[src/source/core_pkg.sv]
// core shared definitions
`default_nettype none

package core_pkg;

  // data and address word
  typedef logic [63:0] xlen_t;
  // raw instruction word
  typedef logic [31:0] inst_t;
  // integer register index
  typedef logic [4:0] reg_idx_t;

  // one instruction takes all eight phases
  typedef enum logic [2:0] {
    PH_FETCH  = 3'd0,
    PH_DECODE = 3'd1,
    PH_EXEC   = 3'd2,
    PH_MEM    = 3'd3,
    PH_WB     = 3'd4,
    PH_IDLE5  = 3'd5,
    PH_IDLE6  = 3'd6,
    PH_COMMIT = 3'd7
  } phase_t;

  typedef enum logic [2:0] {
    ALU_ADD = 3'd0,
    ALU_SUB = 3'd1,
    ALU_AND = 3'd2,
    ALU_OR  = 3'd3,
    ALU_XOR = 3'd4
  } alu_op_t;

  localparam logic [6:0] OPC_OP_IMM = 7'h13;
  localparam logic [6:0] OPC_OP     = 7'h33;
  localparam logic [6:0] OPC_LUI    = 7'h37;
  localparam logic [6:0] OPC_LOAD   = 7'h03;
  localparam logic [6:0] OPC_STORE  = 7'h23;
  localparam logic [6:0] OPC_BRANCH = 7'h63;
  localparam logic [6:0] OPC_JAL    = 7'h6f;
  // custom opcode that stops the core
  localparam logic [6:0] OPC_TRAP   = 7'h6b;

  localparam xlen_t PC_START   = 64'h0;
  localparam int    DMEM_WORDS = 32;

endpackage

`default_nettype wire

[src/source/phase_counter.sv]
// instruction phase counter
`timescale 1ns/10ps
`default_nettype none

module phase_counter (
  input  wire                  clock,
  input  wire                  reset,
  input  wire logic            halt_i,
  output core_pkg::phase_t     phase_o
);

  // 3-bit wrap takes PH_COMMIT back to PH_FETCH
  always_ff @(posedge clock) begin
    if (reset) begin
      phase_o <= core_pkg::PH_FETCH;
    end else if (!halt_i) begin
      phase_o <= core_pkg::phase_t'(phase_o + 3'd1);
    end
  end

endmodule

`default_nettype wire

[config.mk]
export PLATFORM = sky130hd
export DESIGN_NAME = phase_counter
export DESIGN_NICKNAME = d
export VERILOG_FILES = /design/src/source/core_pkg.sv /design/src/source/phase_counter.sv
export SDC_FILE = /design/constraint.sdc
export NUM_CORES = 1
export LEC_CHECK = 0
export ABC_AREA = 1
export BUFFER_PORTS_ARGS = -buffer_cell sky130_fd_sc_hd__buf_4
export CAP_MARGIN = 20
export CORE_AREA = 2 2 39 41
export CTS_CLUSTER_DIAMETER = 80
export DETAILED_ROUTE_END_ITERATION = 16
export DIE_AREA = 0 0 41 43
export GPL_TIMING_DRIVEN = 0
export PLACE_DENSITY = 0.3
export SLEW_MARGIN = 20
export SYNTH_ARGS = -nofsm -noshare
export SYNTH_HDL_FRONTEND = slang
export SYNTH_SLANG_ARGS = --single-unit
[constraint.sdc]
create_clock -name clock -period 1.92 [get_ports clock]
set_input_delay 0.576 -clock clock [delete_from_list [all_inputs] [get_ports clock]]
set_output_delay 0.576 -clock clock [all_outputs]
set_load 0.005 [all_outputs]
Word-level counts from Yosys, hierarchy flattened. Index checks and enable logic that the tools add are counted.

Output and inout port bits: 3. Bits of input ports: 3. Logic and storage cells: 2. Register bits: 3.

Add/sub/neg operators: 1.

Operator list (number): 3-bit by 1-bit adder with 3-bit output, second input constant (1).

Logic depth before layout (Yosys ltp).
Depth in word-level cells: 1. Mapped depth: 4. Depth with buffers taken out: 4.

Worst setup path before layout. Ideal clock, no wire load.

Path kind: reg2out. Start point: register phase_o[0]. End point: output port phase_o[0]. Cell stages (with the launch flop): 1. Arrival time: 0.350 ns. Path buffers: 0. Data required time: 1.344 ns. Slack: 0.994 ns. Path through: dfxtp_1.

RTL lines: start, declared (line phase_counter.sv:9) `output core_pkg::phase_t phase_o`; start signal, assigned (line phase_counter.sv:15) `phase_o <= core_pkg::PH_FETCH;`; start signal, assigned (line phase_counter.sv:17) `phase_o <= core_pkg::phase_t'(phase_o + 3'd1);`.

No word-level cell between the ends.

Worst setup path after layout.
Start point: register phase_o[0]. End point: output port phase_o[0].

No word-level cell between the ends.

==> impl_metrics.tcl <==
set metrics [dict create \
    outcome "finished clean" \
    synth_area_sq_um 130 \
    yosysTopAreaCellShare_pct 46.2 \
    synth_most_common_cell "sky130_fd_sc_hd__nor2_1" \
    grt_start_max_net_pins 6 \
    worstPathCellList "buf_4" \
    path_max_fanout 4 \
    synth_common_cells "sky130_fd_sc_hd__nor2_1 (5), sky130_fd_sc_hd__dfxtp_1 (3), sky130_fd_sc_hd__nand2_1 (3)" \
    drt-pass1-iter-count 2 \
    synth-edff-count 0 \
    setup_viol 0 \
    grt.total_usage_pct 5.02 \
    hold_violations 0 \
    post-dp-hpwl_microns 205 \
    power.leakage_nw 0.104 \
    place.port_buffers 5 \
    synth.distinct_cells 8 \
    ys_seq_area_share_pct 46.2 \
    row_count 14 \
    grt_pass1_wl_microns 448 \
    drc 0 \
    cts_hold_buf 0 \
    cts_tree "done" \
    fin_skew_ps 1.61 \
    chipHeight_microns 43 \
    hold_path.class "reg2reg" \
    cts_setup_buffers 0 \
    maxSlewHeadroom_pct 90.4 \
    clock_latency_ps 230 \
    syn-mean-instance-area_sq_um 7.65 \
    boundaryPins 6 \
    number_of_antenna_cells_inserted 0 \
    wirelength_met1_microns 138 \
    design.core.area_sq_mm 0.00138 \
    antenna_violations_before_repair 0 \
    die_width_microns 41 \
    drtIter0Drc 2 \
    slew_violations 0 \
    cts_resized 0 \
    period_needed_ps 1310 \
    route.detailed.vias_per_inst 3.12 \
    largest_register_ffs 3 \
    routed_wl_microns 288 \
    cp.required_ps 1340 \
    largestRegisters "phase_o: 3 flops" \
    initial_utilization_pct 9.40 \
    post_drt_antenna_nets 0 \
    largest_register "phase_o" \
    routed-wl-met2_microns 94 \
    numCtsBuffers 3 \
    finalCritPeriodShare_pct 68.2 \
    synth_nets 21 \
    critical_path_at_ps 730 \
    buffers_and_inverters_on_the_worst_path 1 \
    topRoutingLayerUsed "met4" \
    power_density_mw_per_mm2 940 \
    tritoncts_num_sinks 3 \
    crit_type "reg2out" \
    ir_drop_v 0.000348 \
    layoutNonFillerInstCount 42 \
    cts.htree.levels 1 \
    critical-path-top-delay-family "flip-flops" \
    post_synth_main_area_contributors "sky130_fd_sc_hd__dfxtp_1 (46%), sky130_fd_sc_hd__nor2_1 (14%), sky130_fd_sc_hd__ha_1 (9.6%)" \
    synth.yosys.warnings 0 \
    critical_path.slowest_cell "sky130_fd_sc_hd__dfxtp_1" \
    async_reset_ff_share_pct 0 \
    finalWeightedCongestion 0.613 \
    via_count 131 \
    rsz_0062_raised_after_global_routing "false" \
    max_cap_violations 0 \
    dr_wl_met3_microns 47 \
    syn2layout_area_growth_pct 64.4 \
    clock-root-buffer "sky130_fd_sc_hd__clkbuf_4" \
    final.setup.tns_ps 0 \
    worstMarginPinSlew_ps 143 \
    endpoint_kind "output port" \
    wire_per_inst_microns 6.86 \
    postSynthRegisterBits 3 \
    fmaxAchievable_mhz 763 \
    cts.path.max_buffers 2 \
    synth_largest_area_cell "sky130_fd_sc_hd__dfxtp_1" \
    synthFlopType "sky130_fd_sc_hd__dfxtp_1" \
    post_synth_inst_count 17 \
    grt_overflow 0 \
    clkTransAtPathRegs_ps 30 \
    fraction_of_final_layout_cells_with_drive_strength_greater_than_1_pct 42.3 \
    place.detailed.instances 38 \
    via_count_of_the_first_global_routing_pass 114 \
    design.final.nets 31 \
    slowest_delay_ps 370 \
    worstSetupStartpointType "flop" \
    fill_cells 157 \
    dieArea_sq_mm 0.00176 \
]
-- logic make-up (layout without fill, tap and decap cells) --
kind of cell	after synthesis	after routing	synth area share, %
flip-flops	3	3	46.2
AND/OR/NAND/NOR	9	9	30.8
buffers and inverters	2	11	5.77
adder cells (fa/ha/maj)	1	1	9.61
AO/OA/AOI/OAI	2	2	7.68
-- worst paths after layout --
path | to | start | cells after the start | slack, ps
max | phase_o[0] | phase_o[0]$_SDFFE_PP0N_ | 1 | 610
min | phase_o[1]$_SDFFE_PP0N_ | phase_o[1]$_SDFFE_PP0N_ | 2 | 510
max reg2reg | phase_o[1]$_SDFFE_PP0N_ | phase_o[0]$_SDFFE_PP0N_ | 3 | 1000
min reg2reg | phase_o[1]$_SDFFE_PP0N_ | phase_o[1]$_SDFFE_PP0N_ | 2 | 510
-- metal layers --
metal	GRT usage [%]	vias to the layer above
met5	0	-
met4	6.00	0
met3	7.85	2
met2	3.13	7
met1	5.13	50
li1	-	72
-- power by group --
group	internal (mW)	switching, mW
sequential	0.0669	0.00374
clock	0.0778	0.0318
combinational	0.0116	0.00931
-- through the flow --
stage	hold slack [ps]	utilization [%]	worst slack (ps)	total power, mW	cell area [sq um]
after global placement	501	13.6	859	0.0924	188
after CTS	511	15.5	602	0.207	214
after floorplan	499	-	994	0.0810	130
after detailed placement	506	13.6	855	0.0925	188
after global routing	530	15.5	552	0.217	214
final	508	15.5	610	0.201	214
-- final cells by class --
type / count / area, sq um / share of cell area [%]
tap: 16 / 20.0 / 9.36
timing repair buffer: 5 / 37.5 / 17.5
sequential: 3 / 60.1 / 28.1
multi-input combinational: 12 / 62.6 / 29.2
inverter: 2 / 7.51 / 3.51
clock buffer: 4 / 26.3 / 12.3
-- cells in the final DEF, fill, tap and decap left out --
| cell type | netlist | layout |
|---|---|---|
| sky130_fd_sc_hd__a21oi_1 | 1 | 1 |
| sky130_fd_sc_hd__buf_4 | 0 | 5 |
| sky130_fd_sc_hd__clkbuf_1 | 0 | 1 |
| sky130_fd_sc_hd__clkbuf_4 | 0 | 3 |
| sky130_fd_sc_hd__dfxtp_1 | 3 | 3 |
| sky130_fd_sc_hd__ha_1 | 1 | 1 |
| sky130_fd_sc_hd__inv_2 | 2 | 2 |
| sky130_fd_sc_hd__nand2_1 | 3 | 3 |
| sky130_fd_sc_hd__nand3_2 | 1 | 1 |
| sky130_fd_sc_hd__nor2_1 | 5 | 5 |
| sky130_fd_sc_hd__o21ai_0 | 1 | 1 |
No activity file was read; power rests on OpenSTA's default activity.
