`src/source/core_pkg.sv`:
```
// core shared definitions
`default_nettype none

package core_pkg;

  // data and address word
  typedef logic [63:0] xlen_t;
  // raw instruction word
  typedef logic [31:0] inst_t;
  // integer register index
  typedef logic [4:0] reg_idx_t;

  // one instruction takes all eight phases
  typedef enum logic [2:0] {
    PH_FETCH  = 3'd0,
    PH_DECODE = 3'd1,
    PH_EXEC   = 3'd2,
    PH_MEM    = 3'd3,
    PH_WB     = 3'd4,
    PH_IDLE5  = 3'd5,
    PH_IDLE6  = 3'd6,
    PH_COMMIT = 3'd7
  } phase_t;

  typedef enum logic [2:0] {
    ALU_ADD = 3'd0,
    ALU_SUB = 3'd1,
    ALU_AND = 3'd2,
    ALU_OR  = 3'd3,
    ALU_XOR = 3'd4
  } alu_op_t;

  localparam logic [6:0] OPC_OP_IMM = 7'h13;
  localparam logic [6:0] OPC_OP     = 7'h33;
  localparam logic [6:0] OPC_LUI    = 7'h37;
  localparam logic [6:0] OPC_LOAD   = 7'h03;
  localparam logic [6:0] OPC_STORE  = 7'h23;
  localparam logic [6:0] OPC_BRANCH = 7'h63;
  localparam logic [6:0] OPC_JAL    = 7'h6f;
  // custom opcode that stops the core
  localparam logic [6:0] OPC_TRAP   = 7'h6b;

  localparam xlen_t PC_START   = 64'h0;
  localparam int    DMEM_WORDS = 32;

endpackage

`default_nettype wire

```
`src/source/fetch_stage.sv`:
```
// instruction fetch
`timescale 1ns/10ps
`default_nettype none

module fetch_stage (
  input  wire                    clock,
  input  wire                    reset,
  input  wire core_pkg::phase_t  phase_i,
  input  wire logic              jmp_i,
  input  wire core_pkg::xlen_t   jmp_addr_i,
  input  wire core_pkg::inst_t   imem_data_i,
  output core_pkg::xlen_t        imem_addr_o,
  output core_pkg::xlen_t        pc_o,
  output core_pkg::inst_t        inst_o
);

  // memory is read straight from the pc
  assign imem_addr_o = pc_o;

  always_ff @(posedge clock) begin
    if (reset) begin
      pc_o <= core_pkg::PC_START;
    end else if (phase_i == core_pkg::PH_COMMIT) begin
      pc_o <= jmp_i ? jmp_addr_i : pc_o + 64'd4;
    end
  end

  always_ff @(posedge clock) begin
    if (reset) begin
      inst_o <= '0;
    end else if (phase_i == core_pkg::PH_FETCH) begin
      inst_o <= imem_data_i;
    end
  end

endmodule

`default_nettype wire

```
`config.mk`:
```
export PLATFORM = sky130hd
export DESIGN_NAME = fetch_stage
export DESIGN_NICKNAME = d
export VERILOG_FILES = /design/src/source/core_pkg.sv /design/src/source/fetch_stage.sv
export SDC_FILE = /design/constraint.sdc
export NUM_CORES = 1
export LEC_CHECK = 0
export CORE_AREA = 2 2 98 124
export CTS_CLUSTER_SIZE = 40
export DETAILED_ROUTE_END_ITERATION = 12
export DIE_AREA = 0 0 100 126
export DONT_BUFFER_PORTS = 1
export PLACE_DENSITY = 0.7
export SLEW_MARGIN = 10
export SYNTH_ARGS = -nofsm -noshare
export SYNTH_HDL_FRONTEND = slang
export SYNTH_SLANG_ARGS = --single-unit
```
`constraint.sdc`:
```
create_clock -name clock -period 1.9 [get_ports clock]
set_input_delay 0.19 -clock clock [delete_from_list [all_inputs] [get_ports clock]]
set_output_delay 0.19 -clock clock [all_outputs]
set_load 0.02 [all_outputs]
```
* After elaboration in Yosys (flattened, before gate mapping) *
Index checks and enable logic that the tools add are counted.

cells by class
  add/sub/neg operators = 1
  mux-type cells = 1
  equality and inequality tests = 1
  reductions and logical operators = 1

operators with widths
  cell                     count
  $add A64 B3 Y64 const B  1
  $mux W64                 1
  $eq A3 B3 Y1 const B     1
  $logic_not A3 Y1         1

word-level totals
  logic and storage cells = 6
  output and inout port bits = 160
  register bits after elaboration = 96

* Longest topological paths before layout *
  depth in word-level cells = 2
  depth in mapped cells = 8
  depth with buffers taken out = 6

* Worst setup path after synthesis *
No wires, ideal clock.

  path type = reg2reg
  start point = reg pc_o[2] (netlist: imem_addr_o[2])
  end point = reg pc_o[44] (netlist: imem_addr_o[44])
  stages on the path, launching flop included = 9
  buffers on the path = 2
  path slack = -0.343 ns
  required time = 1.767 ns
  arrival = 2.110 ns
  path through = dfxtp_1 ha_1 nand4_1 nor4_2 buf_2 buf_4 nand2_1 o31ai_1 a21oi_1

between the ends
  longest elaborated chain between the ends = 2

RTL lines
  what                    RTL line           text
  start, declared         fetch_stage.sv:13  output core_pkg::xlen_t pc_o,
  start signal, assigned  fetch_stage.sv:22  pc_o <= core_pkg::PC_START;
  start signal, assigned  fetch_stage.sv:24  pc_o <= jmp_i ? jmp_addr_i : pc_o + 64'd4;
  $add A64 B3 Y64         fetch_stage.sv:24
  $mux W64                fetch_stage.sv:24

No other way between the ends.
A chain may end at the register's enable or synchronous reset.

* Final worst setup path *
  start point = reg pc_o[25] (netlist: imem_addr_o[25])
  end point = reg pc_o[45] (netlist: imem_addr_o[45])

Same word-level chain as after synthesis.

==> impl_metrics.toml <==
[outcome]
status = "finished, violations left"
violations = "negative setup slack"

[global_route]
grt_overflow = 0
grt_pass1_vias = 6998
grt_busiest_layer = "met2"
use_met1 = 0.4184
grt_pass1_wl_um = 36760
grt_use_met2 = 0.6324
grt.total_usage = 0.3659
grt_max_degree = 115
grt_antenna_before_repair = 0
grtUsageMet3 = 0.07991

[yosys]
synth_edf_count = 0
ys_warn_count = 0
synthArstFlopShare = 0
syn_avg_cell_area_um2 = 7.330
yosysTopAreaCell = "dfxtp_1"
synth_cells = 838
yosys-top-cells-count = "nand2_1 (127), dfxtp_1 (96), a21oi_1 (88)"
synth.area.top_cells = "dfxtp_1 (31%), buf_4 (7.9%), nand2_1 (7.8%)"
synth_fp_nets = 941
synth_area_um2 = 6142
ys.flop_type = "dfxtp_1"
synth_seq_cells = 96
synth.most_common_cell = "nand2_1"
synth_top_area_frac = 0.3129
ys_types = 62
yosysSeqAreaShare = 0.3129

[floorplan]
die-area_um2 = 12600
rows = 44
die_y_um = 126
die_w_um = 100
boundaryPins = 262
core_um2 = 11450
start_util = 0.5364

[critical_path]
cp.arrival_ns = 2.21
crit_start = "imem_addr_o[25]"
required_ns = 2.15
critPathKind = "register to register"
cpPeakStageDelay_ns = 0.49
critPathMaxFanout = 9
reg2reg_from = "imem_addr_o[25]"
worst_setup_path_end_kind = "register"
cp-start-kind = "register"
crit_chain = "nand3_4 -> nor4_4 -> nand4_1 -> buf_6 -> or4_1 -> o211ai_1"
cp_slowest_cell = "or4_1"

[detailed_routing]
drt_first_pass_iters = 5
drc_errors = 0
drt_iter0_markers = 490
via_per_inst = 6.617
vias = 7186
routed_wl_um = 23840
antenna_left = 0
wl_per_cell_um = 21.95

[layout]
n_antenna_cell = 0
finalNonFillerCells = 1086
num-nets-final = 1046
multi_input_area_um2 = 3739
seq_area_um2 = 2011
nFillCells = 944
drive_above_1_share = 0.3259
syn_to_final_growth_pct = 31.57

[cts]
clk_path_buf_depth = 2
numCtsBuffers = 9
cts_tree = "built"
clkLatencyLatePin_ns = 0.35
htreeDepth = 3
cts_sinks = 96
cts-root-buf = "clkbuf_16"
clkTransAtPathRegs_ns = 0.08

[timing]
fmax_ghz = 0.5093
final.setup.tns_ns = -0.1003
setup_violations = 3
tightestPinTransition_ns = 1.035
period_share = 1.033
hold_viol = 0
maxSlewHeadroom = 0.3102
fin_skew_ns = 0.01003
finalWorstSetupSlack_ns = -0.06333
timing.final.max_slew_violations = 0
rsz0062_at_grt = "true"
period_needed_ns = 1.963

[job]
max_cap_viol_count = 0

[placement]
port-buffer-count = 0
placedCellCount = 1018
dp_hpwl_um = 16690
finalWeightedCongestion = 0.9793

[pwr]
vdd_drop_max_v = 0.0005429
cellPowerDensity_nw_per_um2 = 579.0
power_leakage_nw = 3.029

[worst_hold_path]
holdCritStartpoint = "reset"
hp-class = "primary input to register"
## report_power, final
| part | total, mW | internal, mW | switching, mW |
|---|---|---|---|
| clock | 1.84 | 0.931 | 0.911 |
| sequential | 2.17 | 2.07 | 0.0922 |
| combinational | 0.670 | 0.261 | 0.409 |
## worst max-delay path: cells and delay by family (launching register included)
family	cells	cell delay, ns
AND/OR/NAND/NOR	4	1.14
flip-flops	1	0.37
buffers and inverters	1	0.20
AO/OA/AOI/OAI	1	0.14
## layer usage
layer / wire, um / part of all wire
met1: 8602 / 0.36
met2: 11950 / 0.50
met3: 2030 / 0.085
met4: 1259 / 0.053
met5: 0 / 0
## repair_timing
item	4_1_cts	5_1_grt
endpoints found under the setup margin	13	30
gates resized for setup	22	56
hold buffers	36	0
buffers inserted	3	14
hold endpoints to repair	86	0
pin swaps	5	20
## sequential cells by signal, summed over array words and instances (netlist names)
register	cells
imem_addr_o	64
inst_o	32
## cell families (layout without fill, tap and decap cells)
family	count (synthesis)	count (layout)	share of synthesized area
flops	96	96	0.3129
compound gates	228	228	0.2361
fa+ha+maj	1	1	0.002037
mux	4	4	0.006519
buf+inv	132	242	0.1220
simple gates	377	377	0.3204
## area by class of cell
class                   instances  share of cell area
well taps                     138             0.02137
inverters                      10            0.004645
flip-flops and latches         96              0.2488
multi-input cells             610              0.4626
clock inverters                 7            0.009135
repair buffers                216              0.2256
clock buffers                   9             0.02787
## metrics by stage
step           total power, mW  cell area [um2]  worst slack [ns]  utilization  hold WS, ns
6_report                 4.679             8082          -0.06333       0.7057     0.007559
5_1_grt                  4.817             8082           -0.1107       0.7057      0.01018
4_1_cts                  4.663             7766         -0.003679       0.6782    0.0008559
3_5_place_dp             2.757             6980          -0.06567       0.6096       0.2640
3_3_place_gp             2.741             6980           -0.1804       0.6096       0.2646
2_1_floorplan            2.670             6281         0.0004131            -       0.3260
## placed cells by master (no fill, tap or decap), types with 5 or more instances in the layout
master           n
buf_4          164
a21o_1          14
dfxtp_1         43
and3_1          22
nor4_1           6
nand4_1         40
inv_1            9
nor3_1          15
nand3_1         30
dlygate4sd3_1   35
or4_1           12
or3_1           12
o211ai_1        16
o21ai_0         26
nand2_1        125
nor2_1          45
dfxtp_4          9
a211oi_1         6
o31ai_1          5
nor3_2           8
clkbuf_16        9
a22oi_1         13
dfxtp_2         44
a31oi_1         20
nand3_4          5
nand2b_1         5
buf_6           11
a21oi_1         88
o311ai_0         5
nand3_2          7
## worst paths after layout
kind	to	slack [ns]	cells past startpoint
max reg2reg	imem_addr_o[45]	-0.06	6
min	imem_addr_o[40]	0.008	1
min reg2reg	imem_addr_o[30]	0.54	2
max	imem_addr_o[45]	-0.06	6
(Power assumes the default switching activity.)
