### config.mk
export PLATFORM = sky130hd
export DESIGN_NAME = reg_file
export DESIGN_NICKNAME = d
export VERILOG_FILES = /design/src/source/core_pkg.sv /design/src/source/reg_file.sv
export SDC_FILE = /design/constraint.sdc
export NUM_CORES = 2
export LEC_CHECK = 0
export BUFFER_PORTS_ARGS = -buffer_cell sky130_fd_sc_hd__buf_4
export CORE_MARGIN = 3
export CORE_UTILIZATION = 40
export CTS_BUF_LIST = sky130_fd_sc_hd__clkbuf_2 sky130_fd_sc_hd__clkbuf_4 sky130_fd_sc_hd__clkbuf_8
export DETAILED_ROUTE_END_ITERATION = 6
export SLEW_MARGIN = 15
export SYNTH_ARGS = -nofsm -noshare
export SYNTH_HDL_FRONTEND = slang
export SYNTH_SLANG_ARGS = --single-unit
### constraint.sdc
create_clock -name clock -period 2.8 [get_ports clock]
set_input_delay 0.28 -clock clock [delete_from_list [all_inputs] [get_ports clock]]
set_output_delay 0.28 -clock clock [all_outputs]
set_load 0.02 [all_outputs]
### src/source/core_pkg.sv
// core shared definitions
`default_nettype none

package core_pkg;

  // data and address word
  typedef logic [63:0] xlen_t;
  // raw instruction word
  typedef logic [31:0] inst_t;
  // integer register index
  typedef logic [4:0] reg_idx_t;

  // one instruction takes all eight phases
  typedef enum logic [2:0] {
    PH_FETCH  = 3'd0,
    PH_DECODE = 3'd1,
    PH_EXEC   = 3'd2,
    PH_MEM    = 3'd3,
    PH_WB     = 3'd4,
    PH_IDLE5  = 3'd5,
    PH_IDLE6  = 3'd6,
    PH_COMMIT = 3'd7
  } phase_t;

  typedef enum logic [2:0] {
    ALU_ADD = 3'd0,
    ALU_SUB = 3'd1,
    ALU_AND = 3'd2,
    ALU_OR  = 3'd3,
    ALU_XOR = 3'd4
  } alu_op_t;

  localparam logic [6:0] OPC_OP_IMM = 7'h13;
  localparam logic [6:0] OPC_OP     = 7'h33;
  localparam logic [6:0] OPC_LUI    = 7'h37;
  localparam logic [6:0] OPC_LOAD   = 7'h03;
  localparam logic [6:0] OPC_STORE  = 7'h23;
  localparam logic [6:0] OPC_BRANCH = 7'h63;
  localparam logic [6:0] OPC_JAL    = 7'h6f;
  // custom opcode that stops the core
  localparam logic [6:0] OPC_TRAP   = 7'h6b;

  localparam xlen_t PC_START   = 64'h0;
  localparam int    DMEM_WORDS = 32;

endpackage

`default_nettype wire

### src/source/reg_file.sv
// integer register file
`timescale 1ns/10ps
`default_nettype none

module reg_file (
  input  wire                      clock,
  input  wire                      reset,
  input  wire core_pkg::reg_idx_t  rs1_i,
  input  wire core_pkg::reg_idx_t  rs2_i,
  input  wire core_pkg::reg_idx_t  rd_i,
  input  wire logic                wen_i,
  input  wire core_pkg::xlen_t     wdata_i,
  output core_pkg::xlen_t          rs1_data_o,
  output core_pkg::xlen_t          rs2_data_o,
  output core_pkg::xlen_t          a0_o
);

  core_pkg::xlen_t regs [32];

  // x0 is never written so it stays zero
  always_ff @(posedge clock) begin
    if (reset) begin
      for (int i = 0; i < 32; i++) begin
        regs[i] <= '0;
      end
    end else if (wen_i && (rd_i != 5'd0)) begin
      regs[rd_i] <= wdata_i;
    end
  end

  assign rs1_data_o = regs[rs1_i];
  assign rs2_data_o = regs[rs2_i];
  assign a0_o       = regs[10];

endmodule

`default_nettype wire

* After elaboration in Yosys (flattened, before gate mapping) *
Memories as Yosys holds them, arrays and structs flattened.
Index checks and enable logic that the tools add are counted.

cells by class
  add/subtract/negate cells = 0
  multipliers = 0
  divide/modulo/power cells = 0
  $lt $le $gt $ge = 0
  equal/unequal tests = 0
  shift operators = 0
  muxes and demuxes = 8
  bitwise gates (word level) = 0
  reductions and logical operators = 3

operator list
  cell               number
  $mux 64            1
  $reduce_or 64->1   1
  $mux 1             6
  $mux 5             1
  $reduce_bool 5->1  1
  $logic_and 1x1->1  1

storage, ports and cells
  flip-flop bits (word level) = 0
  bits in latches = 0
  memory bits (writable) = 2048
  memory bits (read-only) = 0
  output and inout bits = 192
  word-level logic and storage cells = 12
  memories = 1

memories
  memory  depth  bits a word  rd ports  clocked after memory_dff  wr ports  line            source
  regs    32     64           3         0                         32        reg_file.sv:18  core_pkg::xlen_t regs [32];

* Longest topological paths before layout *
  depth in word-level cells = 7
  gate-level depth with buffers = 8
  gate-level depth less buffers = 5

* Least setup slack after synthesis *
No wires, ideal clock.

  path kind = input -> register
  start point = input port reset
  end point = memory regs[0][0] (netlist name), enable pin
  library setup time = 0.444 ns
  arrival time = 2.030 ns
  required time = 2.356 ns
  slack = 0.326 ns
  stages on the path = 1
  buffers on the path = 1
  cells stage by stage = clkbuf_1

RTL lines
  what         line            source
  from (decl)  reg_file.sv:7   input wire reset,
  to (decl)    reg_file.sv:18

==> summary.md <==
| Metric | Value |
|---|---|
| Initial Util | 40.22% |
| CTS tree | done |
| Via-per-instance ratio | 6.607 |
| Lkg Pwr | 44.85 nW |
| Mapped Cells | 7001 |
| WL per Instance | 40.29 µm |
| Simple-Gate Fraction of Synth Area | 13.61% |
| Hold Crit Class | in2reg |
| Failing checks | negative setup slack |
| Biggest regs | regs x2048 |
| FF+latch count, synth | 2048 |
| Multiplexer area fraction after synthesis | 21.36% |
| RSZ-0062 raised after global routing | true |
| Total Power | 75.76 mW |
| GP Congestion | 0.8962 |
| Final-stage net count | 7674 |
| Req. time, crit path | 2.52 ns |
| Syn avg cell area | 15.24 µm² |
| Crit Path Max Fanout | 2 |
| Worst setup EP type | output pin |
| WP data arrival | 2.99 ns |
| CORE AREA | 265300 µm² |
| Die area | 273000 µm² |
| CP Cell Sequence | mux4_2 -> nor2b_1 -> a211oi_2 -> nor4_4 -> buf_4 -> buf_6 |
| Period utilization | 116.8% |
| Worst Max-Slew Pin Slew | 1.166 ns |
| Clock share of power | 36.4% |
| Final hold slack | 0.1422 ns |
| First-pass GRT wire length | 622400 µm |
| Clock buffer count from CTS | 369 |
| 1st-iter DRT viols | 14120 |
| # H-tree levels | 5 |
| Detailed Routing Iterations Pass 1 | 6 |
| Crit path buf inv count | 2 |
| Final Hold Vio Count | 0 |
| Max_cap viols | 0 |
| Drt total wl | 460600 µm |
| Proportion of layout cells with a drive suffix above 1 | 36.64% |
| Number of flops mapped to enable cells by yosys | 2048 |
| Seq pwr share | 48.0% |
| Grt total ovfl | 0 |
| Syn. warnings | 0 |
| Synth Area in Compound Gates | 3.942% |
| # setup viols final | 89 |
| Setup ws final | -0.4717 ns |
| HPWL after DPL | 265300 µm |
| Max reg flops | 2048 |
| Final worst path period need | 3.272 ns |
| Critical path class | reg2out |
| Async SR Flop Fraction | 0% |
| Setup total negative slack | -13.78 ns |
| Area of the multi-input gates | 46610 µm² |
| Via count | 75530 |
| Initial antenna violation count | 46 |
| CTS sink cnt | 2048 |
| VDD IR max | 0.5533 mV |
| Combinational family with the most area after synthesis | multiplexers |
| Sw Share | 27.62% |
| Fillers | 22290 |
| Biggest register | regs |
| Largest net degree at the start of global routing | 96 |
| Sequential share of the synthesized area | 57.63% |
| Net Sw Power | 20.92 mW |
| Clk root buf | clkbuf_8 |
| DP Cell Count | 10690 |
| Comb power frac | 15.5% |
| Xor/xnor share of the synthesized area | 0% |
| Mapped Area | 106700 µm² |
| Count of cell types in the netlist | 41 |
| All-Layer GR Usage | 33.22% |
| Slew HR | 22.26% |
| Max Transition Viols Final | 0 |
| Most frequent cells in the layout | edfxtp_1, and2_1, mux4_2 |
| Area Overhead vs Synth | 21.82% |
| Prevailing post-synth register cell | edfxtp_1 |
| PD cells | 582.8 nW/µm² |
| Die span in y | 522.5 µm |
| Rows | 189 |
| Register area | 61500 µm² |
| CP max-delay cell | mux4_2 |
| Non-Filler Instances | 11430 |
| Status | finished, violations left |
| Clock tree buffer depth | 4 |
| Reg clk slew, reported paths | 0.06 ns |
| Internal | 54.83 mW |
| Top Ports | 274 |
| Post-route DRC | 0 |
| Die width | 522.5 µm |
| Vias in the first global route | 74430 |
| Most common cell after layout, fill and taps aside | edfxtp_1 |
| Setup crit start kind | flip-flop |
| Port buffer count | 273 |
| Worst stage delay on the critical path | 0.49 ns |
| Peak Freq | 0.3056 GHz |
| Detail Route Antenna Nets | 0 |
| Post-synthesis adder-cell area fraction | 0% |
| Delay-heaviest family, CP | multiplexers |
Yosys cell counts (6+ instances only):
cell / n / area share, %
nand4_1: 26 / 0.15
buf_1: 13 / 0.046
edfxtp_1: 2048 / 58
nor3_1: 6 / 0.028
a21oi_1: 41 / 0.19
and2_1: 1991 / 12
nand3_1: 48 / 0.23
nor2_1: 68 / 0.24
a2111oi_0: 13 / 0.11
clkbuf_2: 47 / 0.22
buf_6: 27 / 0.28
clkbuf_1: 448 / 1.6
a22oi_1: 196 / 1.4
nor4_1: 95 / 0.56
nand2b_1: 12 / 0.070
o22ai_1: 326 / 1.9
mux2i_1: 286 / 2.7
buf_4: 72 / 0.51
mux4_2: 869 / 18
a211oi_1: 36 / 0.25
buf_8: 6 / 0.084
buf_2: 157 / 0.74
nor2b_1: 46 / 0.27
mux2_2: 32 / 0.34
nand2_1: 23 / 0.081
or2_2: 37 / 0.22
area by class of cell:
class / instances / area share, %
clock buffers: 468 / 4.502
diodes: 41 / 0.07892
flip-flops and latches: 2048 / 47.31
clock inverters: 169 / 0.7478
multi-input cells: 4245 / 35.86
repair buffers: 927 / 8.104
inverters: 1 / 0.002887
well taps: 3533 / 3.400
timing repair:
item | 4_1_cts | 5_1_grt
endpoints found under the hold margin | 2037 | 0
setup buffers | 64 | 11
setup endpoints to repair | 128 | 128
resized for setup | 663 | 144
pin swaps | 225 | 123
hold buffers | 65 | 0
layer usage:
layer / track usage, % / routed length, µm
met5: 0 / 40
met4: 18.98 / 30290
met3: 10.66 / 65080
met2: 50.00 / 205800
met1: 42.34 / 159400
path summary, 6_finish.rpt:
path	from	end	slack [ns]	depth (start not counted)
worst max-delay path	regs[24][17]	rs2_data_o[17]	-0.47	6
worst min-delay path	rd_i[3]	regs[3][1]	0.14	4
logic make-up after synthesis:
family | Yosys count
flops | 2048
buf+inv | 771
other cells | 1
compound gates | 627
mux | 1187
simple gates | 2367
power groups by stage:
| stage | combinational, mW | sequential [mW] | clock [mW] |
|---|---|---|---|
| final | 11.8 | 36.4 | 27.6 |
| after global routing | 12.0 | 36.5 | 29.0 |
| after CTS | 11.3 | 36.3 | 27.6 |
| after detailed placement | 10.3 | 37.0 | 0 |
| after global placement | 10.3 | 36.9 | 0 |
| after floorplan | 5.41 | 36.6 | 0 |
through the flow:
stage | utilization, % | instance area (µm²) | worst slack (ns)
finish | 49.00 | 130000 | -0.4717
global route | 48.97 | 129900 | -0.5265
CTS | 48.62 | 129000 | -0.5082
detailed placement | 44.38 | 117800 | -0.4172
global placement | 44.38 | 117700 | -0.3680
floorplan | - | 107000 | 0.3260
Power figures use the tool's default switching activity.
