File: src/source/core_pkg.sv
// core shared definitions
`default_nettype none

package core_pkg;

  // data and address word
  typedef logic [63:0] xlen_t;
  // raw instruction word
  typedef logic [31:0] inst_t;
  // integer register index
  typedef logic [4:0] reg_idx_t;

  // one instruction takes all eight phases
  typedef enum logic [2:0] {
    PH_FETCH  = 3'd0,
    PH_DECODE = 3'd1,
    PH_EXEC   = 3'd2,
    PH_MEM    = 3'd3,
    PH_WB     = 3'd4,
    PH_IDLE5  = 3'd5,
    PH_IDLE6  = 3'd6,
    PH_COMMIT = 3'd7
  } phase_t;

  typedef enum logic [2:0] {
    ALU_ADD = 3'd0,
    ALU_SUB = 3'd1,
    ALU_AND = 3'd2,
    ALU_OR  = 3'd3,
    ALU_XOR = 3'd4
  } alu_op_t;

  localparam logic [6:0] OPC_OP_IMM = 7'h13;
  localparam logic [6:0] OPC_OP     = 7'h33;
  localparam logic [6:0] OPC_LUI    = 7'h37;
  localparam logic [6:0] OPC_LOAD   = 7'h03;
  localparam logic [6:0] OPC_STORE  = 7'h23;
  localparam logic [6:0] OPC_BRANCH = 7'h63;
  localparam logic [6:0] OPC_JAL    = 7'h6f;
  // custom opcode that stops the core
  localparam logic [6:0] OPC_TRAP   = 7'h6b;

  localparam xlen_t PC_START   = 64'h0;
  localparam int    DMEM_WORDS = 32;

endpackage

`default_nettype wire

File: src/source/mem_stage.sv
// data memory and writeback select
`timescale 1ns/10ps
`default_nettype none

module mem_stage (
  input  wire                    clock,
  input  wire                    reset,
  input  wire core_pkg::phase_t  phase_i,
  input  wire logic              ren_i,
  input  wire logic              wen_i,
  input  wire core_pkg::xlen_t   addr_i,
  input  wire core_pkg::xlen_t   wdata_i,
  input  wire core_pkg::xlen_t   ex_result_i,
  input  wire logic              ex_wen_i,
  output logic                   rd_wen_o,
  output core_pkg::xlen_t        rd_wdata_o
);

  core_pkg::xlen_t ram [core_pkg::DMEM_WORDS];
  core_pkg::xlen_t load_q;
  logic [4:0]      word;

  // doubleword index
  assign word = addr_i[7:3];

  always_ff @(posedge clock) begin
    if (reset) begin
      for (int i = 0; i < core_pkg::DMEM_WORDS; i++) begin
        ram[i] <= '0;
      end
    end else if (phase_i == core_pkg::PH_MEM && wen_i) begin
      ram[word] <= wdata_i;
    end
  end

  always_ff @(posedge clock) begin
    if (phase_i == core_pkg::PH_MEM && ren_i) begin
      load_q <= ram[word];
    end
  end

  // data stays valid past wb, so commit can sample it
  assign rd_wdata_o = ren_i ? load_q : ex_result_i;
  assign rd_wen_o   = ex_wen_i && (phase_i == core_pkg::PH_WB);

endmodule

`default_nettype wire

File: config.mk
export PLATFORM = sky130hd
export DESIGN_NAME = mem_stage
export DESIGN_NICKNAME = d
export VERILOG_FILES = /design/src/source/core_pkg.sv /design/src/source/mem_stage.sv
export SDC_FILE = /design/constraint.sdc
export NUM_CORES = 2
export LEC_CHECK = 0
export BUFFER_PORTS_ARGS = -buffer_cell sky130_fd_sc_hd__buf_4
export CORE_UTILIZATION = 40
export CTS_CLUSTER_DIAMETER = 120
export DETAILED_ROUTE_END_ITERATION = 16
export PLACE_DENSITY = 0.66
export SLEW_MARGIN = 25
export SYNTH_ARGS = -nofsm -noshare
export SYNTH_HDL_FRONTEND = slang
export SYNTH_SLANG_ARGS = --single-unit
File: constraint.sdc
create_clock -name clock -period 3.5 [get_ports clock]
set_input_delay 0.175 -clock clock [delete_from_list [all_inputs] [get_ports clock]]
set_output_delay 0.175 -clock clock [all_outputs]
set_load 0.005 [all_outputs]
==> Word-level counts from Yosys, hierarchy flattened <==
Memory sizes are Yosys's and may differ from the RTL's. A register that Yosys moved wholly into a read port is not among the register bits.
Index checks and enable logic that the tools add are counted.
{ "word_totals": {"mem_count": 1, "output_inout_bits": 65, "regBits": 0, "ramBits": 2048} }
{ "mem_list": {"columns": ["name", "depth", "word_bits", "read_ports", "rd_ports_with_merged_regs", "write_ports", "line_no", "rtl"], "rows": [
  ["ram", 32, 64, 1, 1, 32, "mem_stage.sv:19", "core_pkg::xlen_t ram [core_pkg::DMEM_WORDS];"]
]} }
{ "op_classes": {"n_reduce_logical": 4, "n_mux": 9, "n_eq_ne": 2} }
{ "ops": {"columns": ["op", "count"], "rows": [
  ["$mux W64", 2],
  ["$reduce_or A64 Y1", 1],
  ["$mux W1", 6],
  ["$mux W5", 1],
  ["$eq A3 B2 Y1 const B", 1],
  ["$eq A3 B3 Y1 const B", 1],
  ["$logic_and A1 B1 Y1", 3]
]} }

==> Logic depth before layout (Yosys ltp) <==
{ "logic_depth": {"depth_word": 7, "mapped_depth": 8, "ltp_nobuf": 4} }

==> Worst setup path before layout <==
Ideal clock, no wire load.
{ "synth_timing": {"path_type": "in2reg", "start": "input port ren_i", "end": "register load_q[0], read port of ram, enable pin", "t_required_ns": 3.070, "setup_time_ns": 0.430, "path_buffers": 2, "stages": 3, "arrival_time_ns": 2.487, "slack_ns": 0.583, "cell_sequence": "clkbuf_1 -> clkbuf_1 -> and4b_1"} }
{ "synth_between": {"elab_chain_cells": 1} }
{ "synth_lines": {"columns": ["item", "line_no", "rtl"], "rows": [
  ["from (decl)", "mem_stage.sv:9", "input wire logic ren_i,"],
  ["$logic_and A1 B1 Y1", "mem_stage.sv:37", "if (phase_i == core_pkg::PH_MEM && ren_i) begin"],
  ["to (decl)", "mem_stage.sv:20", "core_pkg::xlen_t load_q;"]
]} }
Every way passes these cells.

==> key figures <==
Clocking
  – Clk buf depth: 3
  – Clk_lat worst skew: approximately 860 ps
  – CTS buffer count: 208
  – Root Driver: clkbuf_16
  – Clk sinks: around 2100
  – CTS tree: built
  – H-tree levels: 4
  – Worst-path clk slew: around 60 ps

Critical path
  – R2R setup slack: roughly 1500 ps
  – Crit path to: ram[14][25]
  – Critical path arrival: approximately 2900 ps
  – CP max FO: 19
  – WP buf/inv: 3
  – Max incr delay on CP: approximately 530 ps
  – Crit start category: input port
  – Stages on worst setup path: 7
  – Setup crit start: phase_i[0]
  – Reg2reg end: load_q[58]
  – Most used cell, CP: buf_4
  – Worst R2R Start: ram[14][58]
  – WP data required: around 4000 ps
  – Worst path cell trace: dlygate4sd3_1 -> buf_4 -> and4bb_4 -> nand4b_4 -> nor2_4 -> or2_4 -> buf_4
  – Critical path class: input port to flip-flop
  – Crit. End Element: flip-flop
  – Worst Reg-to-Reg Cells: 4
  – Cell family with most CP delay: simple AND/OR/NAND/NOR gates
  – Critical path's slowest cell: dlygate4sd3_1

Layout
  – Fin area: roughly 110000 µm²
  – Area Overhead vs Synth: 13.3%
  – # fillers: ~20000
  – Layout Nets: around 7000
  – Layout cells sized above 1: 0.121

Yosys
  – Warnings, synthesis: 0
  – Post-Synthesis Cells: 6710
  – Syn Area/Cell: approximately 14 µm²
  – EDFF count, synth: 2112
  – Syn Std Cell Area: between 90000 and 100000 µm²
  – Synth area leader: edfxtp_1
  – Top cell type's share of synthesized area: 0.665
  – Seq/Total Area, Yosys: 0.665
  – Asr flop ratio synth: 0
  – #FFs+latches synth: around 2100
  – Synth Flop Type: edfxtp_1
  – Cell variety after synth: 33
  – Total nets after synthesis: 6910
  – Top cells by area, synth: edfxtp_1, and2_1, mux2i_1

STA
  – Layout Skew: 44.5 ps
  – Post-layout minimum cycle time: about 2400 ps
  – Fmax: roughly 420 MHz
  – RSZ-0062 raised after global routing: no
  – Tightest Pin Transition: between 1000 and 1500 ps
  – TNS Setup: 0 ps
  – Final Hold Vio Count: 0
  – Slew HR: 0.215
  – Fin Hold WS: between 100 and 150 ps
  – Max-slew violation count: 0
  – Part of the cycle the worst path needs: 0.675
  – Final setup viols: 0

GRT
  – Vias in the first global route: between 50000 and 60000
  – Initial antenna violation count: 20
  – Pin count of the biggest net entering global routing: slightly above 80
  – GRT Util Overall: 0.228
  – Gr ovfl total: 0
  – Global-route wire length before repair: roughly 400 mm

Placement
  – DP Area: 101000 µm²
  – Placer's final routability congestion estimate: between 0.7 and 0.8
  – IO Port Bufs: 205
  – Post-detail-place hpwl: about 150 mm

Route
  – # DRC: 0
  – Iter 0 DRT Violations: ~7200
  – Wire per inst: around 28 µm
  – Drt total wl: approximately 280 mm
  – First drt pass iteration count: 6
  – Via count: about 57000
  – Vias per cell: 5.67
  – Post-route ant nets: 0

Floorplanning
  – Row count: about 180
  – Top-Level Pins: 265
  – Core Region: ~240000 µm²
  – Starting Density: 0.404
  – Die area: about 240000 µm²
  – Chip Width: about 490 µm
  – DIE HEIGHT: roughly 490 µm

Pwr
  – Power per cell area: about 510 nW/µm²
  – Max VDD drop: about 0.44 mV
  – Final Total Pwr: ~55 mW
  – Leak pwr: between 30 and 40 nW

Worst hold path
  – Min-Delay Path Class: input port to flip-flop

Flow run
  – Max Cap Violations: 0

Outcome
  – Status: finished, final reports clean
## timing repair
action,in CTS,in global routing
resized for setup,0,0
hold endpoints to repair,2058,0
setup buffers,0,0
hold buffers,66,0
## layer usage
layer | GRT usage | up-vias | wire length [µm]
met3 | 0.0391 | 520 | 26900
met1 | 0.310 | 29107 | 113000
met2 | 0.366 | 3012 | 131000
met4 | 0.0797 | 7 | 9240
li1 | - | 24480 | -
met5 | 0.00238 | - | 98
## state kept, by name (all words and copies together) (netlist names)
| signal | flops |
|---|---|
| load_q | 64 |
| ram | 2048 |
## cell type report
type                    instances  area (µm²)  area share
flip-flops and latches       2112       63400       0.587
multi-input cells            3937       29100       0.270
clock buffers                 267        5450      0.0504
repair buffers                484        5020      0.0465
well taps                    3150        3940      0.0365
clock inverters               119        1010     0.00939
diodes                         13        32.5    0.000301
## worst reg2reg max path, cell delays in order, from the launching register on
cell and delay, ps:
edfxtp_1 360, mux2i_1 180, o22ai_1 120, nor4_1 810, nand2_1 180
## cell families after synthesis
kind of cell,share of synthesized area
mux,0.115
flops,0.665
simple gates,0.153
buf+inv,0.0332
compound gates,0.0336
## report_power, final
part / leakage [nW] / internal [mW] / switching (mW)
Sequential: 20.1 / 29.0 / 0.339
Clock: 3.15 / 11.9 / 9.83
Combinational: 16.7 / 1.30 / 2.43
Total: 39.9 / 42.2 / 12.6
## stage by stage
stage          setup WS, ps  instances   util
2_1_floorplan           583       6710      -
3_3_place_gp            454       9612  0.427
3_5_place_dp            436       9614  0.427
4_1_cts                1240      10066  0.457
5_1_grt                1160      10070  0.457
6_report               1140      10082  0.458
## layout by cell type (no fill, tap or decap), types with 3 or more instances in the layout
cell type,Yosys,routed
or2_4,0,32
clkinv_1,0,56
clkinv_2,0,33
nor4_1,128,128
buf_12,0,93
nand2_1,67,67
dlygate4sd3_1,0,66
buf_6,31,6
nor2_4,0,28
o22ai_1,512,512
or4b_4,1,4
diode_2,0,13
mux2i_1,1024,1024
mux2_2,64,64
clkbuf_1,286,58
nor3_4,0,4
and2_1,2048,2048
clkinv_16,0,3
nand4b_1,4,4
buf_4,17,317
clkbuf_16,0,209
inv_6,0,6
edfxtp_1,2112,2112
clkinv_8,0,5
nand4bb_4,0,6
bufinv_16,0,12
## synth_stat cells (3+ instances only)
cell type / instances
buf_6: 31
nor3_2: 4
nor2_2: 5
mux2_2: 64
or4b_1: 3
buf_1: 17
nand4b_1: 4
or2_2: 32
and2_1: 2048
nand2_1: 67
buf_4: 17
clkbuf_2: 179
nand4bb_1: 7
buf_2: 131
clkbuf_1: 286
o22ai_1: 512
edfxtp_1: 2112
nor4_1: 128
nor2_1: 24
mux2i_1: 1024
## worst min-delay path by stage
stage	start	endpoint	cells after the start
5_1_grt	phase_i[2]	load_q[5]	3
3_5_place_dp	ex_result_i[15]	rd_wdata_o[15]	3
4_1_cts	phase_i[2]	load_q[5]	3
2_1_floorplan	wdata_i[0]	ram[0][0]	1
6_report	phase_i[2]	load_q[4]	3
3_3_place_gp	ex_result_i[53]	rd_wdata_o[53]	3
Note: power is estimated with default switching activity, not from simulation.
