--- config.mk ---
export PLATFORM = sky130hd
export DESIGN_NAME = decode_stage
export DESIGN_NICKNAME = d
export VERILOG_FILES = /design/src/source/core_pkg.sv /design/src/source/decode_stage.sv
export SDC_FILE = /design/constraint.sdc
export NUM_CORES = 1
export LEC_CHECK = 0
export CAP_MARGIN = 40
export CORE_AREA = 2 2 197 199
export DETAILED_ROUTE_END_ITERATION = 7
export DIE_AREA = 0 0 199 201
export DONT_BUFFER_PORTS = 1
export HOLD_SLACK_MARGIN = 0.05
export MAX_ROUTING_LAYER = met4
export REMOVE_ABC_BUFFERS = 1
export SLEW_MARGIN = 20
export SYNTH_ARGS = -nofsm -noshare
export SYNTH_HDL_FRONTEND = slang
export SYNTH_SLANG_ARGS = --single-unit
--- constraint.sdc ---
create_clock -name clock -period 11 [get_ports clock]
set_clock_uncertainty 0.1 [all_clocks]
set_input_delay 1.1 -clock clock [delete_from_list [all_inputs] [get_ports clock]]
set_output_delay 1.1 -clock clock [all_outputs]
set_load 0.01 [all_outputs]
--- src/source/core_pkg.sv ---
// core shared definitions
`default_nettype none

package core_pkg;

  // data and address word
  typedef logic [63:0] xlen_t;
  // raw instruction word
  typedef logic [31:0] inst_t;
  // integer register index
  typedef logic [4:0] reg_idx_t;

  // one instruction takes all eight phases
  typedef enum logic [2:0] {
    PH_FETCH  = 3'd0,
    PH_DECODE = 3'd1,
    PH_EXEC   = 3'd2,
    PH_MEM    = 3'd3,
    PH_WB     = 3'd4,
    PH_IDLE5  = 3'd5,
    PH_IDLE6  = 3'd6,
    PH_COMMIT = 3'd7
  } phase_t;

  typedef enum logic [2:0] {
    ALU_ADD = 3'd0,
    ALU_SUB = 3'd1,
    ALU_AND = 3'd2,
    ALU_OR  = 3'd3,
    ALU_XOR = 3'd4
  } alu_op_t;

  localparam logic [6:0] OPC_OP_IMM = 7'h13;
  localparam logic [6:0] OPC_OP     = 7'h33;
  localparam logic [6:0] OPC_LUI    = 7'h37;
  localparam logic [6:0] OPC_LOAD   = 7'h03;
  localparam logic [6:0] OPC_STORE  = 7'h23;
  localparam logic [6:0] OPC_BRANCH = 7'h63;
  localparam logic [6:0] OPC_JAL    = 7'h6f;
  // custom opcode that stops the core
  localparam logic [6:0] OPC_TRAP   = 7'h6b;

  localparam xlen_t PC_START   = 64'h0;
  localparam int    DMEM_WORDS = 32;

endpackage

`default_nettype wire

--- src/source/decode_stage.sv ---
// instruction decode
`timescale 1ns/10ps
`default_nettype none

module decode_stage (
  input  wire                    clock,
  input  wire                    reset,
  input  wire core_pkg::phase_t  phase_i,
  input  wire core_pkg::inst_t   inst_i,
  input  wire core_pkg::xlen_t   pc_i,
  input  wire core_pkg::xlen_t   rs1_data_i,
  input  wire core_pkg::xlen_t   rs2_data_i,
  output core_pkg::reg_idx_t     rs1_o,
  output core_pkg::reg_idx_t     rs2_o,
  output core_pkg::reg_idx_t     rd_o,
  output core_pkg::xlen_t        op1_o,
  output core_pkg::xlen_t        op2_o,
  output core_pkg::xlen_t        store_data_o,
  output core_pkg::alu_op_t      alu_op_o,
  output logic                   is_branch_o,
  output logic                   branch_ne_o,
  output logic                   is_jal_o,
  output logic                   mem_ren_o,
  output logic                   mem_wen_o,
  output logic                   rd_wen_o,
  output logic                   is_trap_o,
  output core_pkg::xlen_t        offset_o
);

  logic [6:0]        opcode;
  logic [2:0]        funct3;
  core_pkg::xlen_t   imm_i, imm_s, imm_b, imm_j, imm_u;
  core_pkg::xlen_t   op1_d, op2_d;
  core_pkg::alu_op_t alu_d;
  logic              is_op_imm, is_op, is_lui, is_load, is_store, is_br, is_jal;

  assign opcode = inst_i[6:0];
  assign funct3 = inst_i[14:12];
  assign rs1_o  = inst_i[19:15];
  assign rs2_o  = inst_i[24:20];

  assign imm_i = {{52{inst_i[31]}}, inst_i[31:20]};
  assign imm_s = {{52{inst_i[31]}}, inst_i[31:25], inst_i[11:7]};
  assign imm_b = {{52{inst_i[31]}}, inst_i[7], inst_i[30:25], inst_i[11:8], 1'b0};
  assign imm_j = {{44{inst_i[31]}}, inst_i[19:12], inst_i[20], inst_i[30:21], 1'b0};
  assign imm_u = {{32{inst_i[31]}}, inst_i[31:12], 12'b0};

  assign is_op_imm = opcode == core_pkg::OPC_OP_IMM;
  assign is_op     = opcode == core_pkg::OPC_OP;
  assign is_lui    = opcode == core_pkg::OPC_LUI;
  assign is_load   = opcode == core_pkg::OPC_LOAD;
  assign is_store  = opcode == core_pkg::OPC_STORE;
  // only beq and bne
  assign is_br     = (opcode == core_pkg::OPC_BRANCH) && (funct3[2:1] == 2'b00);
  assign is_jal    = opcode == core_pkg::OPC_JAL;

  always_comb begin
    op1_d = rs1_data_i;
    op2_d = rs2_data_i;
    alu_d = core_pkg::ALU_ADD;
    if (is_op_imm || is_op) begin
      case (funct3)
        3'b111:  alu_d = core_pkg::ALU_AND;
        3'b110:  alu_d = core_pkg::ALU_OR;
        3'b100:  alu_d = core_pkg::ALU_XOR;
        default: alu_d = (is_op && inst_i[30]) ? core_pkg::ALU_SUB : core_pkg::ALU_ADD;
      endcase
    end
    if (is_op_imm || is_load) begin
      op2_d = imm_i;
    end else if (is_store) begin
      op2_d = imm_s;
    end else if (is_lui) begin
      op1_d = '0;
      op2_d = imm_u;
    end else if (is_jal) begin
      // link value pc+4 comes out of the alu
      op1_d = pc_i;
      op2_d = 64'd4;
    end
  end

  always_ff @(posedge clock) begin
    if (reset) begin
      is_branch_o <= 1'b0;
      branch_ne_o <= 1'b0;
      is_jal_o    <= 1'b0;
      mem_ren_o   <= 1'b0;
      mem_wen_o   <= 1'b0;
      rd_wen_o    <= 1'b0;
      is_trap_o   <= 1'b0;
      alu_op_o    <= core_pkg::ALU_ADD;
    end else if (phase_i == core_pkg::PH_DECODE) begin
      is_branch_o <= is_br;
      branch_ne_o <= funct3[0];
      is_jal_o    <= is_jal;
      mem_ren_o   <= is_load;
      mem_wen_o   <= is_store;
      rd_wen_o    <= is_op_imm | is_op | is_lui | is_load | is_jal;
      is_trap_o   <= opcode == core_pkg::OPC_TRAP;
      alu_op_o    <= alu_d;
    end
  end

  always_ff @(posedge clock) begin
    if (phase_i == core_pkg::PH_DECODE) begin
      rd_o         <= inst_i[11:7];
      op1_o        <= op1_d;
      op2_o        <= op2_d;
      store_data_o <= rs2_data_i;
      offset_o     <= is_jal ? imm_j : imm_b;
    end
  end

endmodule

`default_nettype wire

# Word-level counts from Yosys, hierarchy flattened
# Cells that the tools add are included.
# op_classes
bitwise_logic	4
n_reduce_logical	5
muxes	12
n_eq_ne	12
# ops
operator	n
two-way mux 64 bit	8
== test 7 x 6 -> 1 bit, second input constant	3
== test 7 bit, second input constant	3
two-way mux 20 bit	1
== test 3 bit, second input constant	3
one-hot mux 3 bit (3 select lines)	1
== test 7 x 2 -> 1 bit, second input constant	1
== test 7 x 5 -> 1 bit, second input constant	1
OR 1 bit	4
== test 3 x 1 -> 1 bit, second input constant	1
two-way mux 3 bit	1
logical AND 1 bit	2
zero test 2 bit	1
logical OR 1 bit	2
two-way mux 1 bit	1
# word_totals
input_bits	229
output_inout_bits	281
ff_bits	228

# Logic depth before layout (Yosys ltp)
# depth
depth_word	5
mapped_depth	8
depth_no_buf	4

# Worst setup path after synthesis
# Ideal clock, no wire load.
# synth_timing
path_type	input to register
start	in phase_i[1]
end	reg alu_op_o[0]
t_arrival_ps	6567
required_time_ps	10816
n_path_buf	1
cell_stages	5
setup_slack_ps	4249
cell_sequence	or3b_2 -> clkbuf_1 -> inv_1 -> o211ai_1 -> a21oi_1
# synth_between
elab_chain_cells	1
# synth_rtl
item	line	rtl
start: declaration	decode_stage.sv:8	input wire core_pkg::phase_t phase_i,
== test 3 x 1 -> 1 bit	decode_stage.sv:93	end else if (phase_i == core_pkg::PH_DECODE) begin
end signal: assignment	decode_stage.sv:92	alu_op_o <= core_pkg::ALU_ADD;
end signal: assignment	decode_stage.sv:101	alu_op_o <= alu_d;
end: declaration	decode_stage.sv:19	output core_pkg::alu_op_t alu_op_o,
# Every way passes these cells.
# A chain may end at the register's enable or synchronous reset.

# Worst setup path after layout
# layout_timing
start	in inst_i[3]
end	reg op2_o[28] (data pin)
# layout_between
elab_chain_cells	5
elab_cells_between_ends	10
cone_classes	eq/ne: 5; mux: 4; reduce/logical: 1
# layout_rtl
item	line	rtl
start: declaration	decode_stage.sv:9	input wire core_pkg::inst_t inst_i,
== test 7 bit	decode_stage.sv:55	assign is_jal = opcode == core_pkg::OPC_JAL;
two-way mux 64 bit	decode_stage.sv:76	end else if (is_jal) begin
two-way mux 64 bit	decode_stage.sv:73	end else if (is_lui) begin
two-way mux 64 bit	decode_stage.sv:71	end else if (is_store) begin
two-way mux 64 bit (*)	decode_stage.sv:69	if (is_op_imm || is_load) begin
named net op2_d[28]	decode_stage.sv:33	core_pkg::xlen_t op1_d, op2_d;
end signal: assignment	decode_stage.sv:109	op2_o <= op2_d;
end: declaration	decode_stage.sv:17	output core_pkg::xlen_t op2_o,
# The timed path passes the listed nets; every way through them passes the cells marked *.

==> metrics.cfg <==
[setup_path]
rr_worst_depth = 2
reg2reg_to = alu_op_o[2]
rrSetupSlack_ns = 10.18
reg2reg_from = alu_op_o[2]
critPathMaxStageDelay_ns = 0.60
path_delay_family = simple AND/OR/NAND/NOR gates
critPathBufInv = 2
crit_arrival_ns = 3.14
cp_data_required_time_ns = 11.29
critical_path_class = primary input to flop
critPathMaxFanout = 13
endpoint_kind = flop
start_kind = primary input
critical_path.slowest_cell = nand4bb_1
crit_chain = nand4bb_1 > nor3b_2 > buf_4 > and2_1 > buf_8 > a221o_1

[power]
ir_drop_uv = 85.5
leakage_nw = 3.53
power.density_nw_per_um2 = 182
power.total_mw = 1.89

[die]
die_width_um = 199
fp.coreArea_um2 = 38100
io_pins = 510
start_util = 0.245
dieArea_um2 = 40000
row_count = 72
die_y_um = 201

[cts]
clock_latency_ns = 0.54
cts_resized = 0
cts_buffer_depth = 3
htreeDepth = 1
cts_tree = done
cts_buffers = 25
postCtsSetupBuffers = 0
root_buffer = clkbuf_16
clkTransAtPathRegs_ns = 0.06
cts.sinks = 227
postCtsHoldBufs = 0

[synthesis]
yosysSeqAreaShare = 0.720
async_reset_ff_frac = 0
synth_edf_count = 217
synth_cell_types = 46
netlist_area_um2 = 9320
ys.warnings.count = 0
ys.flop_type = edfxtp_1
synth_seq_cells = 227
syn-instance-count = 691
syn_area_per_cell_um2 = 13.5

[timing]
fmax_mhz = 351
setup_slack_ns = 8.15
relSlewSlack = 0.496
rsz0062_at_grt = no
setup_viol = 0
slew_violations = 0
finalHoldViolations = 0
min_period_ns = 2.85
holdWs_ns = 0.409
fin_tns_setup_ns = 0
worst_pin_slew_ns = 0.756
period_share = 0.259

[hold_path]
hold_start = branch_ne_o
whs_endpoint = branch_ne_o
min_path_cells = 2
hp-class = flop to flop

[grt]
grt_pass1_wl_um = 37200
overflow = 0
grt_pass1_vias = 5042
grt_max_degree = 80
grt_usage = 0.133
antenna_found_initial = 1

[final_layout]
final_cells = 1174
area_delta_synth_final_pct = 11.1
finalInstanceArea_um2 = 10400
fin_nets = 866
fillers = 3863
final_util = 0.272
drive_gt1_frac = 0.0963

[detailed_routing]
dr.pass1.iters = 7
first_iter_violations = 434
drc = 0
viasPerCell = 4.73
post_drt_wl_per_cell_um = 23.6
drt.antenna.violating_nets = 0
vias = 5553
routed_wl_um = 27700

[flow_run]
cap_violations = 0

[status]
outcome = completed

[placed_design]
placed_cells = 1126
place.gp.congestion = 0.858
io_buffers = 0
hpwl_um = 19800
place_ws_ns = 7.13
place_area_um2 = 9570

[logic make-up (layout without fill, tap and decap cells)]
| kind of cell | Yosys count | in the layout | share of synthesized area |
|---|---|---|---|
| AOI/OAI and AO/OA | 160 | 160 | 0.116 |
| muxes | 1 | 1 | 0.00107 |
| and+or+nand+nor | 202 | 202 | 0.0941 |
| other | 1 | 3 | 0.000402 |
| DFF | 227 | 227 | 0.720 |
| xor gates and xnor gates | 1 | 1 | 0.000940 |
| buffers and inverters | 99 | 62 | 0.0672 |
[worst register-to-register path, cell delays in order, from the launching register on]
cell	delay, ns
dfxtp_1	0.44
a22oi_1	0.12
nor2_1	0.10
[synthesized netlist by cell type (3+ instances only)]
library cell  number  share of area
nand2_1          156          0.063
a22o_1             6         0.0056
buf_2             24          0.013
buf_4             54          0.043
dfxtp_1           10          0.021
or2_2              3         0.0020
nor2_1            14         0.0056
nor3_1             4         0.0021
a22oi_1            3         0.0024
clkbuf_1          15         0.0060
a221oi_1           4         0.0038
nand3_1            4         0.0021
a21o_1            42          0.034
buf_6              3         0.0036
a21oi_1           78          0.042
a221o_1           19          0.020
edfxtp_1         217           0.70
[metal layers]
layer / vias up / part of all wire / global-route usage
li1: 2374 / - / -
met1: 2801 / 0.41 / 0.165
met2: 326 / 0.48 / 0.204
met3: 52 / 0.082 / 0.0381
met4: 0 / 0.030 / 0.0493
met5: - / 0 / -
[final cells by class]
cell class	instances	area, um^2	area share
sequential	227	6720	0.648
multi-input combinational	365	2000	0.193
tap	518	648	0.0626
clock buffer	29	641	0.0619
timing repair buffer	16	225	0.0217
clock inverter	15	105	0.0101
inverter	2	15.0	0.00145
antenna	2	5.00	0.000483
[report_power, final]
part           switching [mW]  internal [mW]  total [mW]
Sequential             0.0393          0.996        1.04
Clock                   0.340          0.439       0.779
Combinational          0.0442         0.0280      0.0722
Total                   0.424           1.46        1.89
[registers in the layout, summed over array words and instances, names as in the netlist, 3 cells and up]
register	count
alu_op_o	3
rd_o	5
store_data_o	64
op1_o	64
offset_o	20
op2_o	64
[worst max-delay path by stage]
stage                     from           to  slack (ns)  depth (start not counted)
floorplan           phase_i[1]  alu_op_o[0]        4.23                          4
global placement     inst_i[3]    op2_o[17]        6.93                          4
detailed placement   inst_i[3]    op2_o[25]        7.13                          5
CTS                  inst_i[3]    op2_o[28]        7.70                          5
global route         inst_i[3]    op2_o[28]        8.03                          6
finish               inst_i[3]    op2_o[28]        8.15                          6
[cell usage in the layout (no fill, tap or decap), types with 2 or more instances in the layout]
cell type | synthesis | routed
nand2_1 | 156 | 156
a22o_1 | 6 | 6
nor2_4 | 1 | 3
clkinv_2 | 0 | 4
nor2_1 | 14 | 12
nand4_1 | 2 | 2
clkinv_1 | 0 | 6
a21oi_1 | 78 | 78
a21o_1 | 42 | 42
a22oi_1 | 3 | 3
inv_6 | 0 | 2
nor4_1 | 2 | 2
nor3b_1 | 2 | 2
nor4b_1 | 2 | 2
or2_2 | 3 | 3
dfxtp_1 | 10 | 10
edfxtp_1 | 217 | 217
nor3_1 | 4 | 4
clkbuf_16 | 0 | 25
a221oi_1 | 4 | 4
nand3_1 | 4 | 4
buf_12 | 0 | 3
buf_16 | 0 | 3
clkinvlp_4 | 0 | 2
o21ai_0 | 2 | 2
diode_2 | 0 | 2
a221o_1 | 19 | 19
buf_4 | 54 | 9
clkbuf_1 | 15 | 4
Power figures use the tool's default switching activity.
